==> src/verilog/rv32i_consts.svh <==
`ifndef RV32I_CONSTS_SVH
`define RV32I_CONSTS_SVH

// data path width.
`define RV_XLEN 32

// register index width.
`define RV_REGW 5

// addi x0, x0, 0 is decoded whenever no packet is presented.
`define RV_INSTR_NOP 32'h0000_0013

`endif

==> src/verilog/rv32i_pkg.sv <==
`include "rv32i_consts.svh"

package rv32i_pkg;

    typedef logic [`RV_XLEN-1:0] rv_word_t;

    typedef enum logic [6:0] {
        op_reg   = 7'b0110011,
        op_imm   = 7'b0010011,
        op_lui   = 7'b0110111,
        op_auipc = 7'b0010111,
        op_jal   = 7'b1101111,
        op_jalr  = 7'b1100111,
        op_br    = 7'b1100011
    } rv_opcode_e;

    // one struct per encoding format, each 32 bits.
    typedef struct packed {
        logic [6:0]          funct7;
        logic [`RV_REGW-1:0] rs2;
        logic [`RV_REGW-1:0] rs1;
        logic [2:0]          funct3;
        logic [`RV_REGW-1:0] rd;
        logic [6:0]          opcode;
    } r_fmt_t;

    typedef struct packed {
        logic [11:0]         imm;
        logic [`RV_REGW-1:0] rs1;
        logic [2:0]          funct3;
        logic [`RV_REGW-1:0] rd;
        logic [6:0]          opcode;
    } i_fmt_t;

    typedef struct packed {
        logic [6:0]          imm_hi;
        logic [`RV_REGW-1:0] rs2;
        logic [`RV_REGW-1:0] rs1;
        logic [2:0]          funct3;
        logic [4:0]          imm_lo;
        logic [6:0]          opcode;
    } s_fmt_t;

    typedef struct packed {
        logic                imm12;
        logic [5:0]          imm10_5;
        logic [`RV_REGW-1:0] rs2;
        logic [`RV_REGW-1:0] rs1;
        logic [2:0]          funct3;
        logic [3:0]          imm4_1;
        logic                imm11;
        logic [6:0]          opcode;
    } b_fmt_t;

    typedef struct packed {
        logic [19:0]         imm;
        logic [`RV_REGW-1:0] rd;
        logic [6:0]          opcode;
    } u_fmt_t;

    typedef struct packed {
        logic                imm20;
        logic [9:0]          imm10_1;
        logic                imm11;
        logic [7:0]          imm19_12;
        logic [`RV_REGW-1:0] rd;
        logic [6:0]          opcode;
    } j_fmt_t;

    typedef union packed {
        r_fmt_t r;
        i_fmt_t i;
        s_fmt_t s;
        b_fmt_t b;
        u_fmt_t u;
        j_fmt_t j;
    } rv_instr_u;

    typedef enum logic [3:0] {
        alu_add, alu_sub, alu_sll, alu_slt, alu_sltu,
        alu_xor, alu_srl, alu_sra, alu_or, alu_and
    } alu_op_e;

    // same codes as the branch funct3 field.
    typedef enum logic [2:0] {
        cmp_beq  = 3'b000,
        cmp_bne  = 3'b001,
        cmp_blt  = 3'b100,
        cmp_bge  = 3'b101,
        cmp_bltu = 3'b110,
        cmp_bgeu = 3'b111
    } cmp_op_e;

    typedef enum logic [1:0] {wb_alu, wb_pc_plus4, wb_imm} wb_sel_e;

    typedef enum logic [1:0] {pc_seq, pc_branch, pc_jump, pc_jump_lsb0} pc_sel_e;

    typedef struct packed {
        rv_word_t  pc;
        rv_instr_u instr;
        rv_word_t  rs1_val;
        rv_word_t  rs2_val;
    } ex_issue_t;

    typedef struct packed {
        rv_word_t            pc;
        logic [`RV_REGW-1:0] rd;
        rv_word_t            a;
        rv_word_t            b;
        rv_word_t            cmp_a;
        rv_word_t            cmp_b;
        rv_word_t            imm;
        alu_op_e             alu_op;
        cmp_op_e             cmp_op;
        wb_sel_e             wb_sel;
        pc_sel_e             pc_sel;
        logic                we;
        logic                illegal;
    } ex_ctrl_t;

    typedef struct packed {
        logic [`RV_REGW-1:0] rd;
        rv_word_t            wdata;
        logic                we;
        rv_word_t            next_pc;
        logic                taken;
        logic                illegal;
    } ex_result_t;

endpackage

==> src/verilog/ex_alu.sv <==
`timescale 1ns/1ps

module ex_alu (
    input  rv32i_pkg::ex_ctrl_t ctrl_i,
    output rv32i_pkg::rv_word_t alu_res_o
);

    logic [4:0] shamt;
    logic       lt_s;
    logic       lt_u;

    assign shamt = ctrl_i.b[4:0];
    assign lt_s  = $signed(ctrl_i.a) < $signed(ctrl_i.b);
    assign lt_u  = ctrl_i.a < ctrl_i.b;

    always_comb begin
        case (ctrl_i.alu_op)
            rv32i_pkg::alu_add:  alu_res_o = ctrl_i.a + ctrl_i.b;
            rv32i_pkg::alu_sub:  alu_res_o = ctrl_i.a - ctrl_i.b;
            rv32i_pkg::alu_sll:  alu_res_o = ctrl_i.a << shamt;
            rv32i_pkg::alu_slt:  alu_res_o = {31'b0, lt_s};
            rv32i_pkg::alu_sltu: alu_res_o = {31'b0, lt_u};
            rv32i_pkg::alu_xor:  alu_res_o = ctrl_i.a ^ ctrl_i.b;
            rv32i_pkg::alu_srl:  alu_res_o = ctrl_i.a >> shamt;
            rv32i_pkg::alu_sra:  alu_res_o = $signed(ctrl_i.a) >>> shamt;
            rv32i_pkg::alu_or:   alu_res_o = ctrl_i.a | ctrl_i.b;
            rv32i_pkg::alu_and:  alu_res_o = ctrl_i.a & ctrl_i.b;
            default:             alu_res_o = '0;
        endcase
    end

    // decode only ever emits the ten listed codes; an unloaded register may still be x.
    always_comb begin
        a_alu_op_known: assert final ($isunknown(ctrl_i.alu_op) ||
                                      ctrl_i.alu_op <= rv32i_pkg::alu_and);
    end

endmodule

==> src/verilog/ex_branch_cmp.sv <==
`timescale 1ns/1ps

module ex_branch_cmp (
    input  rv32i_pkg::ex_ctrl_t ctrl_i,
    output logic                taken_o
);

    logic eq;
    logic lt_s;
    logic lt_u;
    logic cond;

    assign eq   = (ctrl_i.cmp_a == ctrl_i.cmp_b);
    assign lt_s = $signed(ctrl_i.cmp_a) < $signed(ctrl_i.cmp_b);
    assign lt_u = ctrl_i.cmp_a < ctrl_i.cmp_b;

    always_comb begin
        case (ctrl_i.cmp_op)
            rv32i_pkg::cmp_beq:  cond = eq;
            rv32i_pkg::cmp_bne:  cond = ~eq;
            rv32i_pkg::cmp_blt:  cond = lt_s;
            rv32i_pkg::cmp_bge:  cond = ~lt_s;
            rv32i_pkg::cmp_bltu: cond = lt_u;
            rv32i_pkg::cmp_bgeu: cond = ~lt_u;
            default:             cond = 1'b0;
        endcase
    end

    // only branches can be taken.
    assign taken_o = (ctrl_i.pc_sel == rv32i_pkg::pc_branch) && cond;

endmodule

==> src/verilog/ex_decode.sv <==
`timescale 1ns/1ps
`include "rv32i_consts.svh"

module ex_decode (
    input  logic                 clk_i,
    input  logic                 rst_n_i,
    input  logic                 in_valid_i,
    input  rv32i_pkg::ex_issue_t in_data_i,
    output logic                 in_ready_o,
    input  logic                 adv_i,
    output logic                 ctrl_valid_o,
    output rv32i_pkg::ex_ctrl_t  ctrl_o
);

    rv32i_pkg::rv_instr_u instr;
    rv32i_pkg::rv_word_t  i_imm, s_imm, b_imm, u_imm, j_imm;
    rv32i_pkg::alu_op_e   arith_op;
    rv32i_pkg::ex_ctrl_t  ctrl_d;
    logic                 rd_nz;
    logic                 load;

    // bubbles decode as a nop so the register never sees garbage.
    assign instr = in_valid_i ? in_data_i.instr : `RV_INSTR_NOP;

    assign i_imm = {{20{instr.i.imm[11]}}, instr.i.imm};
    assign s_imm = {{20{instr.s.imm_hi[6]}}, instr.s.imm_hi, instr.s.imm_lo};
    assign b_imm = {{19{instr.b.imm12}}, instr.b.imm12, instr.b.imm11,
                    instr.b.imm10_5, instr.b.imm4_1, 1'b0};
    assign u_imm = {instr.u.imm, 12'b0};
    assign j_imm = {{11{instr.j.imm20}}, instr.j.imm20, instr.j.imm19_12,
                    instr.j.imm11, instr.j.imm10_1, 1'b0};

    assign rd_nz = (instr.r.rd != '0);

    // funct7[5] picks sub only for register ops; sra for both.
    always_comb begin
        case (instr.r.funct3)
            3'b000: arith_op = (instr.r.opcode == rv32i_pkg::op_reg && instr.r.funct7[5]) ?
                               rv32i_pkg::alu_sub : rv32i_pkg::alu_add;
            3'b001: arith_op = rv32i_pkg::alu_sll;
            3'b010: arith_op = rv32i_pkg::alu_slt;
            3'b011: arith_op = rv32i_pkg::alu_sltu;
            3'b100: arith_op = rv32i_pkg::alu_xor;
            3'b101: arith_op = instr.r.funct7[5] ? rv32i_pkg::alu_sra : rv32i_pkg::alu_srl;
            3'b110: arith_op = rv32i_pkg::alu_or;
            default: arith_op = rv32i_pkg::alu_and;
        endcase
    end

    always_comb begin
        ctrl_d.pc      = in_data_i.pc;
        ctrl_d.rd      = instr.r.rd;
        ctrl_d.a       = in_data_i.rs1_val;
        ctrl_d.b       = in_data_i.rs2_val;
        ctrl_d.cmp_a   = in_data_i.rs1_val;
        ctrl_d.cmp_b   = in_data_i.rs2_val;
        ctrl_d.imm     = s_imm;                  // store-shaped default.
        ctrl_d.alu_op  = rv32i_pkg::alu_add;
        ctrl_d.cmp_op  = rv32i_pkg::cmp_beq;
        ctrl_d.wb_sel  = rv32i_pkg::wb_alu;
        ctrl_d.pc_sel  = rv32i_pkg::pc_seq;
        ctrl_d.we      = rd_nz;
        ctrl_d.illegal = 1'b0;
        case (instr.r.opcode)
            rv32i_pkg::op_reg: begin
                ctrl_d.alu_op = arith_op;
            end
            rv32i_pkg::op_imm: begin
                ctrl_d.b      = i_imm;
                ctrl_d.imm    = i_imm;
                ctrl_d.alu_op = arith_op;
            end
            rv32i_pkg::op_lui: begin
                ctrl_d.imm    = u_imm;
                ctrl_d.wb_sel = rv32i_pkg::wb_imm;
            end
            rv32i_pkg::op_auipc: begin
                ctrl_d.a   = in_data_i.pc;
                ctrl_d.b   = u_imm;
                ctrl_d.imm = u_imm;
            end
            rv32i_pkg::op_jal: begin
                ctrl_d.a      = in_data_i.pc;
                ctrl_d.b      = j_imm;
                ctrl_d.imm    = j_imm;
                ctrl_d.wb_sel = rv32i_pkg::wb_pc_plus4;
                ctrl_d.pc_sel = rv32i_pkg::pc_jump;
            end
            rv32i_pkg::op_jalr: begin
                ctrl_d.b      = i_imm;
                ctrl_d.imm    = i_imm;
                ctrl_d.wb_sel = rv32i_pkg::wb_pc_plus4;
                ctrl_d.pc_sel = rv32i_pkg::pc_jump_lsb0;
            end
            rv32i_pkg::op_br: begin
                ctrl_d.imm    = b_imm;
                ctrl_d.pc_sel = rv32i_pkg::pc_branch;
                ctrl_d.we     = 1'b0;
                case (instr.b.funct3)
                    3'b001: ctrl_d.cmp_op = rv32i_pkg::cmp_bne;
                    3'b100: ctrl_d.cmp_op = rv32i_pkg::cmp_blt;
                    3'b101: ctrl_d.cmp_op = rv32i_pkg::cmp_bge;
                    3'b110: ctrl_d.cmp_op = rv32i_pkg::cmp_bltu;
                    3'b111: ctrl_d.cmp_op = rv32i_pkg::cmp_bgeu;
                    default: ctrl_d.cmp_op = rv32i_pkg::cmp_beq;
                endcase
            end
            default: begin
                ctrl_d.we      = 1'b0;
                ctrl_d.illegal = 1'b1;
            end
        endcase
    end

    assign load       = ~ctrl_valid_o | adv_i;
    assign in_ready_o = load;

    always_ff @(posedge clk_i) begin
        if (!rst_n_i) begin
            ctrl_valid_o <= 1'b0;
        end else if (load) begin
            ctrl_valid_o <= in_valid_i;
        end
    end

    always_ff @(posedge clk_i) begin
        if (load) begin
            ctrl_o <= ctrl_d;
        end
    end

    // a stalled item must stay put until result_sel takes it.
    a_ctrl_hold: assert property (@(posedge clk_i) disable iff (!rst_n_i)
        ctrl_valid_o && !adv_i |=> ctrl_valid_o && $stable(ctrl_o));

endmodule

==> src/verilog/ex_result_sel.sv <==
`timescale 1ns/1ps

module ex_result_sel (
    input  logic                  clk_i,
    input  logic                  rst_n_i,
    input  logic                  ctrl_valid_i,
    input  rv32i_pkg::ex_ctrl_t   ctrl_i,
    input  rv32i_pkg::rv_word_t   alu_res_i,
    input  logic                  taken_i,
    output logic                  adv_o,
    output logic                  out_valid_o,
    output rv32i_pkg::ex_result_t out_data_o,
    input  logic                  out_ready_i
);

    rv32i_pkg::rv_word_t   pc_plus4;
    rv32i_pkg::rv_word_t   br_target;
    rv32i_pkg::ex_result_t res_d;

    assign pc_plus4  = ctrl_i.pc + 32'd4;
    assign br_target = ctrl_i.pc + ctrl_i.imm;

    always_comb begin
        res_d.rd      = ctrl_i.rd;
        res_d.we      = ctrl_i.we;
        res_d.taken   = taken_i;
        res_d.illegal = ctrl_i.illegal;

        case (ctrl_i.pc_sel)
            rv32i_pkg::pc_branch:    res_d.next_pc = taken_i ? br_target : pc_plus4;
            rv32i_pkg::pc_jump:      res_d.next_pc = alu_res_i;
            rv32i_pkg::pc_jump_lsb0: res_d.next_pc = alu_res_i & 32'hFFFF_FFFE;
            default:                 res_d.next_pc = pc_plus4;
        endcase

        case (ctrl_i.wb_sel)
            rv32i_pkg::wb_pc_plus4: res_d.wdata = pc_plus4;
            rv32i_pkg::wb_imm:      res_d.wdata = ctrl_i.imm;   // lui.
            default:                res_d.wdata = alu_res_i;
        endcase
    end

    // room when empty or the sink takes the current item this edge.
    assign adv_o = ~out_valid_o | out_ready_i;

    always_ff @(posedge clk_i) begin
        if (!rst_n_i) begin
            out_valid_o <= 1'b0;
        end else if (adv_o) begin
            out_valid_o <= ctrl_valid_i;
        end
    end

    always_ff @(posedge clk_i) begin
        if (adv_o && ctrl_valid_i) begin
            out_data_o <= res_d;
        end
    end

    a_out_hold: assert property (@(posedge clk_i) disable iff (!rst_n_i)
        out_valid_o && !out_ready_i |=> out_valid_o && $stable(out_data_o));

endmodule

==> src/verilog/ex_stage.sv <==
`timescale 1ns/1ps

module ex_stage (
    input  logic                  clk_i,
    input  logic                  rst_n_i,

    input  logic                  in_valid_i,
    input  rv32i_pkg::ex_issue_t  in_data_i,
    output logic                  in_ready_o,

    output logic                  out_valid_o,
    output rv32i_pkg::ex_result_t out_data_o,
    input  logic                  out_ready_i
);

    rv32i_pkg::ex_ctrl_t ctrl;
    rv32i_pkg::rv_word_t alu_res;
    logic                ctrl_valid;
    logic                cmp_taken;
    logic                adv;

    ex_decode u_decode (
        .clk_i        (clk_i),
        .rst_n_i      (rst_n_i),
        .in_valid_i   (in_valid_i),
        .in_data_i    (in_data_i),
        .in_ready_o   (in_ready_o),
        .adv_i        (adv),
        .ctrl_valid_o (ctrl_valid),
        .ctrl_o       (ctrl)
    );

    ex_alu u_alu (
        .ctrl_i    (ctrl),
        .alu_res_o (alu_res)
    );

    ex_branch_cmp u_cmp (
        .ctrl_i  (ctrl),
        .taken_o (cmp_taken)
    );

    // second register stage, also the source of back-pressure.
    ex_result_sel u_result (
        .clk_i        (clk_i),
        .rst_n_i      (rst_n_i),
        .ctrl_valid_i (ctrl_valid),
        .ctrl_i       (ctrl),
        .alu_res_i    (alu_res),
        .taken_i      (cmp_taken),
        .adv_o        (adv),
        .out_valid_o  (out_valid_o),
        .out_data_o   (out_data_o),
        .out_ready_i  (out_ready_i)
    );

endmodule

==> config.mk <==
export PLATFORM = sky130hd
export DESIGN_NAME = ex_stage
export DESIGN_NICKNAME = d
export VERILOG_FILES = /design/src/verilog/rv32i_pkg.sv /design/src/verilog/ex_alu.sv /design/src/verilog/ex_branch_cmp.sv /design/src/verilog/ex_decode.sv /design/src/verilog/ex_result_sel.sv /design/src/verilog/ex_stage.sv
export VERILOG_INCLUDE_DIRS = /design/src /design/src/verilog
export SDC_FILE = /design/constraint.sdc
export NUM_CORES = 1
export LEC_CHECK = 0
export CORE_ASPECT_RATIO = 0.5
export CORE_MARGIN = 2
export CORE_UTILIZATION = 54
export DETAILED_ROUTE_END_ITERATION = 8
export DONT_BUFFER_PORTS = 1
export MAX_ROUTING_LAYER = met4
export PLACE_DENSITY = 0.69
export SETUP_SLACK_MARGIN = 0.2
export SYNTH_ARGS = -nofsm -noshare
export SYNTH_HDL_FRONTEND = slang
export SYNTH_SLANG_ARGS = --single-unit
==> constraint.sdc <==
create_clock -name clk_i -period 12.51 [get_ports clk_i]
set_input_delay 2.502 -clock clk_i [delete_from_list [all_inputs] [get_ports clk_i]]
set_output_delay 2.502 -clock clk_i [all_outputs]
set_load 0.02 [all_outputs]
==> summary.txt <==
Run status
  • Outcome: complete, no violations

Routing
  • Vias: 19.5k
  • Detailed Routing Iterations Pass 1: 6
  • WL final: 86500 µm
  • Vias/cell: 7.01
  • Detailed router's first-iteration violation count: 3009
  • Avg WL per Cell: 31.1 µm
  • DRC: 0
  • Post-DRT Antenna Nets: 0

CTS
  • Max H-tree Level: 1
  • CTS tree: yes
  • Hold Buf Count CTS: 0
  • Cts bufs inserted: 28
  • Clk buf depth: 3
  • Clock slew at reported path FFs: ~60 ps
  • Clk sinks: between 200 and 300
  • PostCTS Resize Cnt: 0
  • Post-CTS Setup Repair Bufs: 0
  • Worst-skew pair later-pin latency: 560 ps
  • Clock root buffer: clkbuf_16

Yosys
  • Leading area contributor after synthesis: edfxtp_1
  • Post-synth ARST share: 0
  • Post-synth top cells: edfxtp_1 (282), nor2_1 (220), a21oi_1 (192)
  • Most numerous cell in the Yosys netlist: edfxtp_1
  • Yosys top cell area share: 0.379
  • Net Count, Synth: 2596
  • Synth cell types: 98
  • Synthesized area: around 0.022 mm²
  • Top post-synthesis cells by area: edfxtp_1 (38%), ha_1 (9.3%), mux4_2 (5.3%), a21oi_1 (4.3%), nor2_1 (3.7%)
  • Syn Area/Cell: 9.73 µm²
  • Post-synth EDFFs: 282
  • Ys Warns: 0
  • Primary FF master, synth: edfxtp_1
  • Post-synthesis register bit count: approximately 280
  • Synth Instances: 2295
  • Seq/Total Area, Yosys: 0.381

Global route
  • Vias in the first global route: 17.6k
  • M3 GR Usage: 0.103
  • Met2 GRT Util: 0.556
  • Initial antenna violation count: 3
  • Met1 Usage GRT: 0.576
  • Top Usage Layer GRT: met1
  • GR Overflow Total: 0
  • First-pass GRT wire length: 122000 µm
  • GRT Total Usage: 0.403
  • Largest net degree at the start of global routing: 72

Worst hold path
  • Worst hold path cell count: 0
  • Hold Startpoint: u_decode.ctrl_o[174]
  • Worst Hold Endpoint: u_result.out_data_o[68]
  • Min-delay worst type: reg2reg

Power
  • Gate power share: 0.306
  • Clock network power share: 0.278
  • Peak VDD IR: between 0.0001 and 0.00015 V
  • Psw: 0.00106 W
  • Reg power frac: 0.416
  • Switching Share: 0.357
  • Internal power: 0.00191 W
  • PD cells: around 130 mW/mm²
  • Final Power: 0.00297 W
  • P_leak: 9.54 nW

Timing
  • Setup TNS: 0 ps
  • Actual slew at the worst max-slew pin: 1450 ps
  • Unrepaired setup endpoints after global routing: false
  • Final setup violation count: 0
  • Worst Skew: 25.4 ps
  • F_max: around 0.17 GHz
  • Slew Limit Fails: 0
  • Final hold viol count: 0
  • Worst relative slew slack: 0.0354
  • Final period util: 0.466
  • Fin crit period: 5820 ps

Worst setup path
  • R2r setup slk: around 7500 ps
  • Buf+Inv Stages, Crit Path: 0
  • Element type at the critical path start: primary input
  • Crit path max-delay family: simple AND/OR/NAND/NOR gates
  • Critical path class: in2out
  • Worst r2r src: u_decode.ctrl_o[141]
  • Reg2reg end: u_result.out_data_o[35]
  • R2r worst-path depth: 13
  • CP peak stage delay: 430 ps
  • Worst Setup End Kind: output port
  • Data arrival, critical path: 3320 ps
  • Critical path's slowest cell: nand2_4
  • Cells along the critical path: nor2b_1 > nand2_4
  • Critical path peak fanout: 38
  • CP required: approximately 10000 ps

Place
  • Half-perimeter wire length after placement: a little under 70000 µm
  • Dpl cell area: 0.0227 mm²
  • Gp weighted congestion: 1.08
  • Port-buffer cells: 0

Die
  • Die Area: 0.0431 mm²
  • Die width: 292 µm
  • Starting density of the core: 0.550
  • Core box area: slightly above 0.04 mm²
  • Chip height: 148 µm
  • FP Rows: 52
  • Ports: 206

Cells and area
  • Final instance area: 0.0236 mm²
  • Post-Route Utilization: 0.582
  • Area Growth Syn to Fin: 5.80%
  • Layout Nets: 2520
  • Layout cells sized above 1: 0.101

Flow run
  • Maxcap violations: 0
-- through the flow --
stage | setup slack, ps | hold slack (ps) | std cells
6_report | 6690 | 421 | 2785
5_1_grt | 6570 | 428 | 2783
4_1_cts | 6670 | 424 | 2781
3_5_place_dp | 6670 | 408 | 2729
3_3_place_gp | 6720 | 400 | 2729
2_1_floorplan | 2920 | 400 | 2295
-- cell usage in the layout, fill, tap and decap left out, types with 26 or more instances in the layout --
cell type  count
a211oi_1      44
a21o_1        49
a21oi_1      192
a221oi_1      36
a31oi_1       26
and3_1        27
buf_4         38
clkbuf_16     28
edfxtp_1     282
ha_1         165
inv_1        140
mux2_2        45
mux2i_1       53
mux4_2        53
nand2_1      164
nand3_1       36
nor2_1       220
nor3_1        30
o21ai_0      131
xnor2_1       59
-- kinds of logic (layout without fill, tap and decap cells) --
kind of cell,after synthesis,after routing,share of synthesized area
AO/OA/AOI/OAI,710,710,0.213
AND/OR/NAND/NOR,610,610,0.127
buffers and inverters,290,236,0.0521
flip-flops,284,284,0.381
adder cells (fa/ha/maj),169,169,0.0957
multiplexers,152,152,0.100
XOR/XNOR,80,80,0.0314
other,0,4,0
-- layer usage --
metal	up-vias	routed length, µm
li1	8475	-
met5	-	0
met4	0	3120
met2	1340	35900
met1	9516	35600
met3	179	11900
-- worst max path at each step --
stage                     slack [ps]  cells past startpoint         from         end
after floorplan                 2920                      2  out_ready_i  in_ready_o
after global placement          6720                      2  out_ready_i  in_ready_o
after detailed placement        6670                      2  out_ready_i  in_ready_o
after CTS                       6670                      2  out_ready_i  in_ready_o
after global routing            6570                      2  out_ready_i  in_ready_o
final                           6690                      2  out_ready_i  in_ready_o
-- power groups by stage --
stage               logic [W]  registers [W]  clock network [W]
floorplan            0.000605        0.00120                  0
global placement     0.000864        0.00125                  0
detailed placement   0.000869        0.00125                  0
CTS                  0.000874        0.00123           0.000833
global route         0.000961        0.00124           0.000869
finish               0.000910        0.00124           0.000827
-- area by class of cell --
class,instances,area (µm²)
inverter,146,551
sequential,284,8510
antenna,4,10.0
clock inverter,14,120
multi-input combinational,1721,12700
timing repair buffer,38,285
clock buffer,38,778
tap,540,676
fill,3559,17000
-- registers in the layout, indices dropped and copies added, names as in the netlist --
register / flops
u_result.out_data_o: 72
u_decode.ctrl_o: 210
u_decode.ctrl_valid_o: 1
u_result.out_valid_o: 1
No activity file was read; power rests on OpenSTA's default activity.
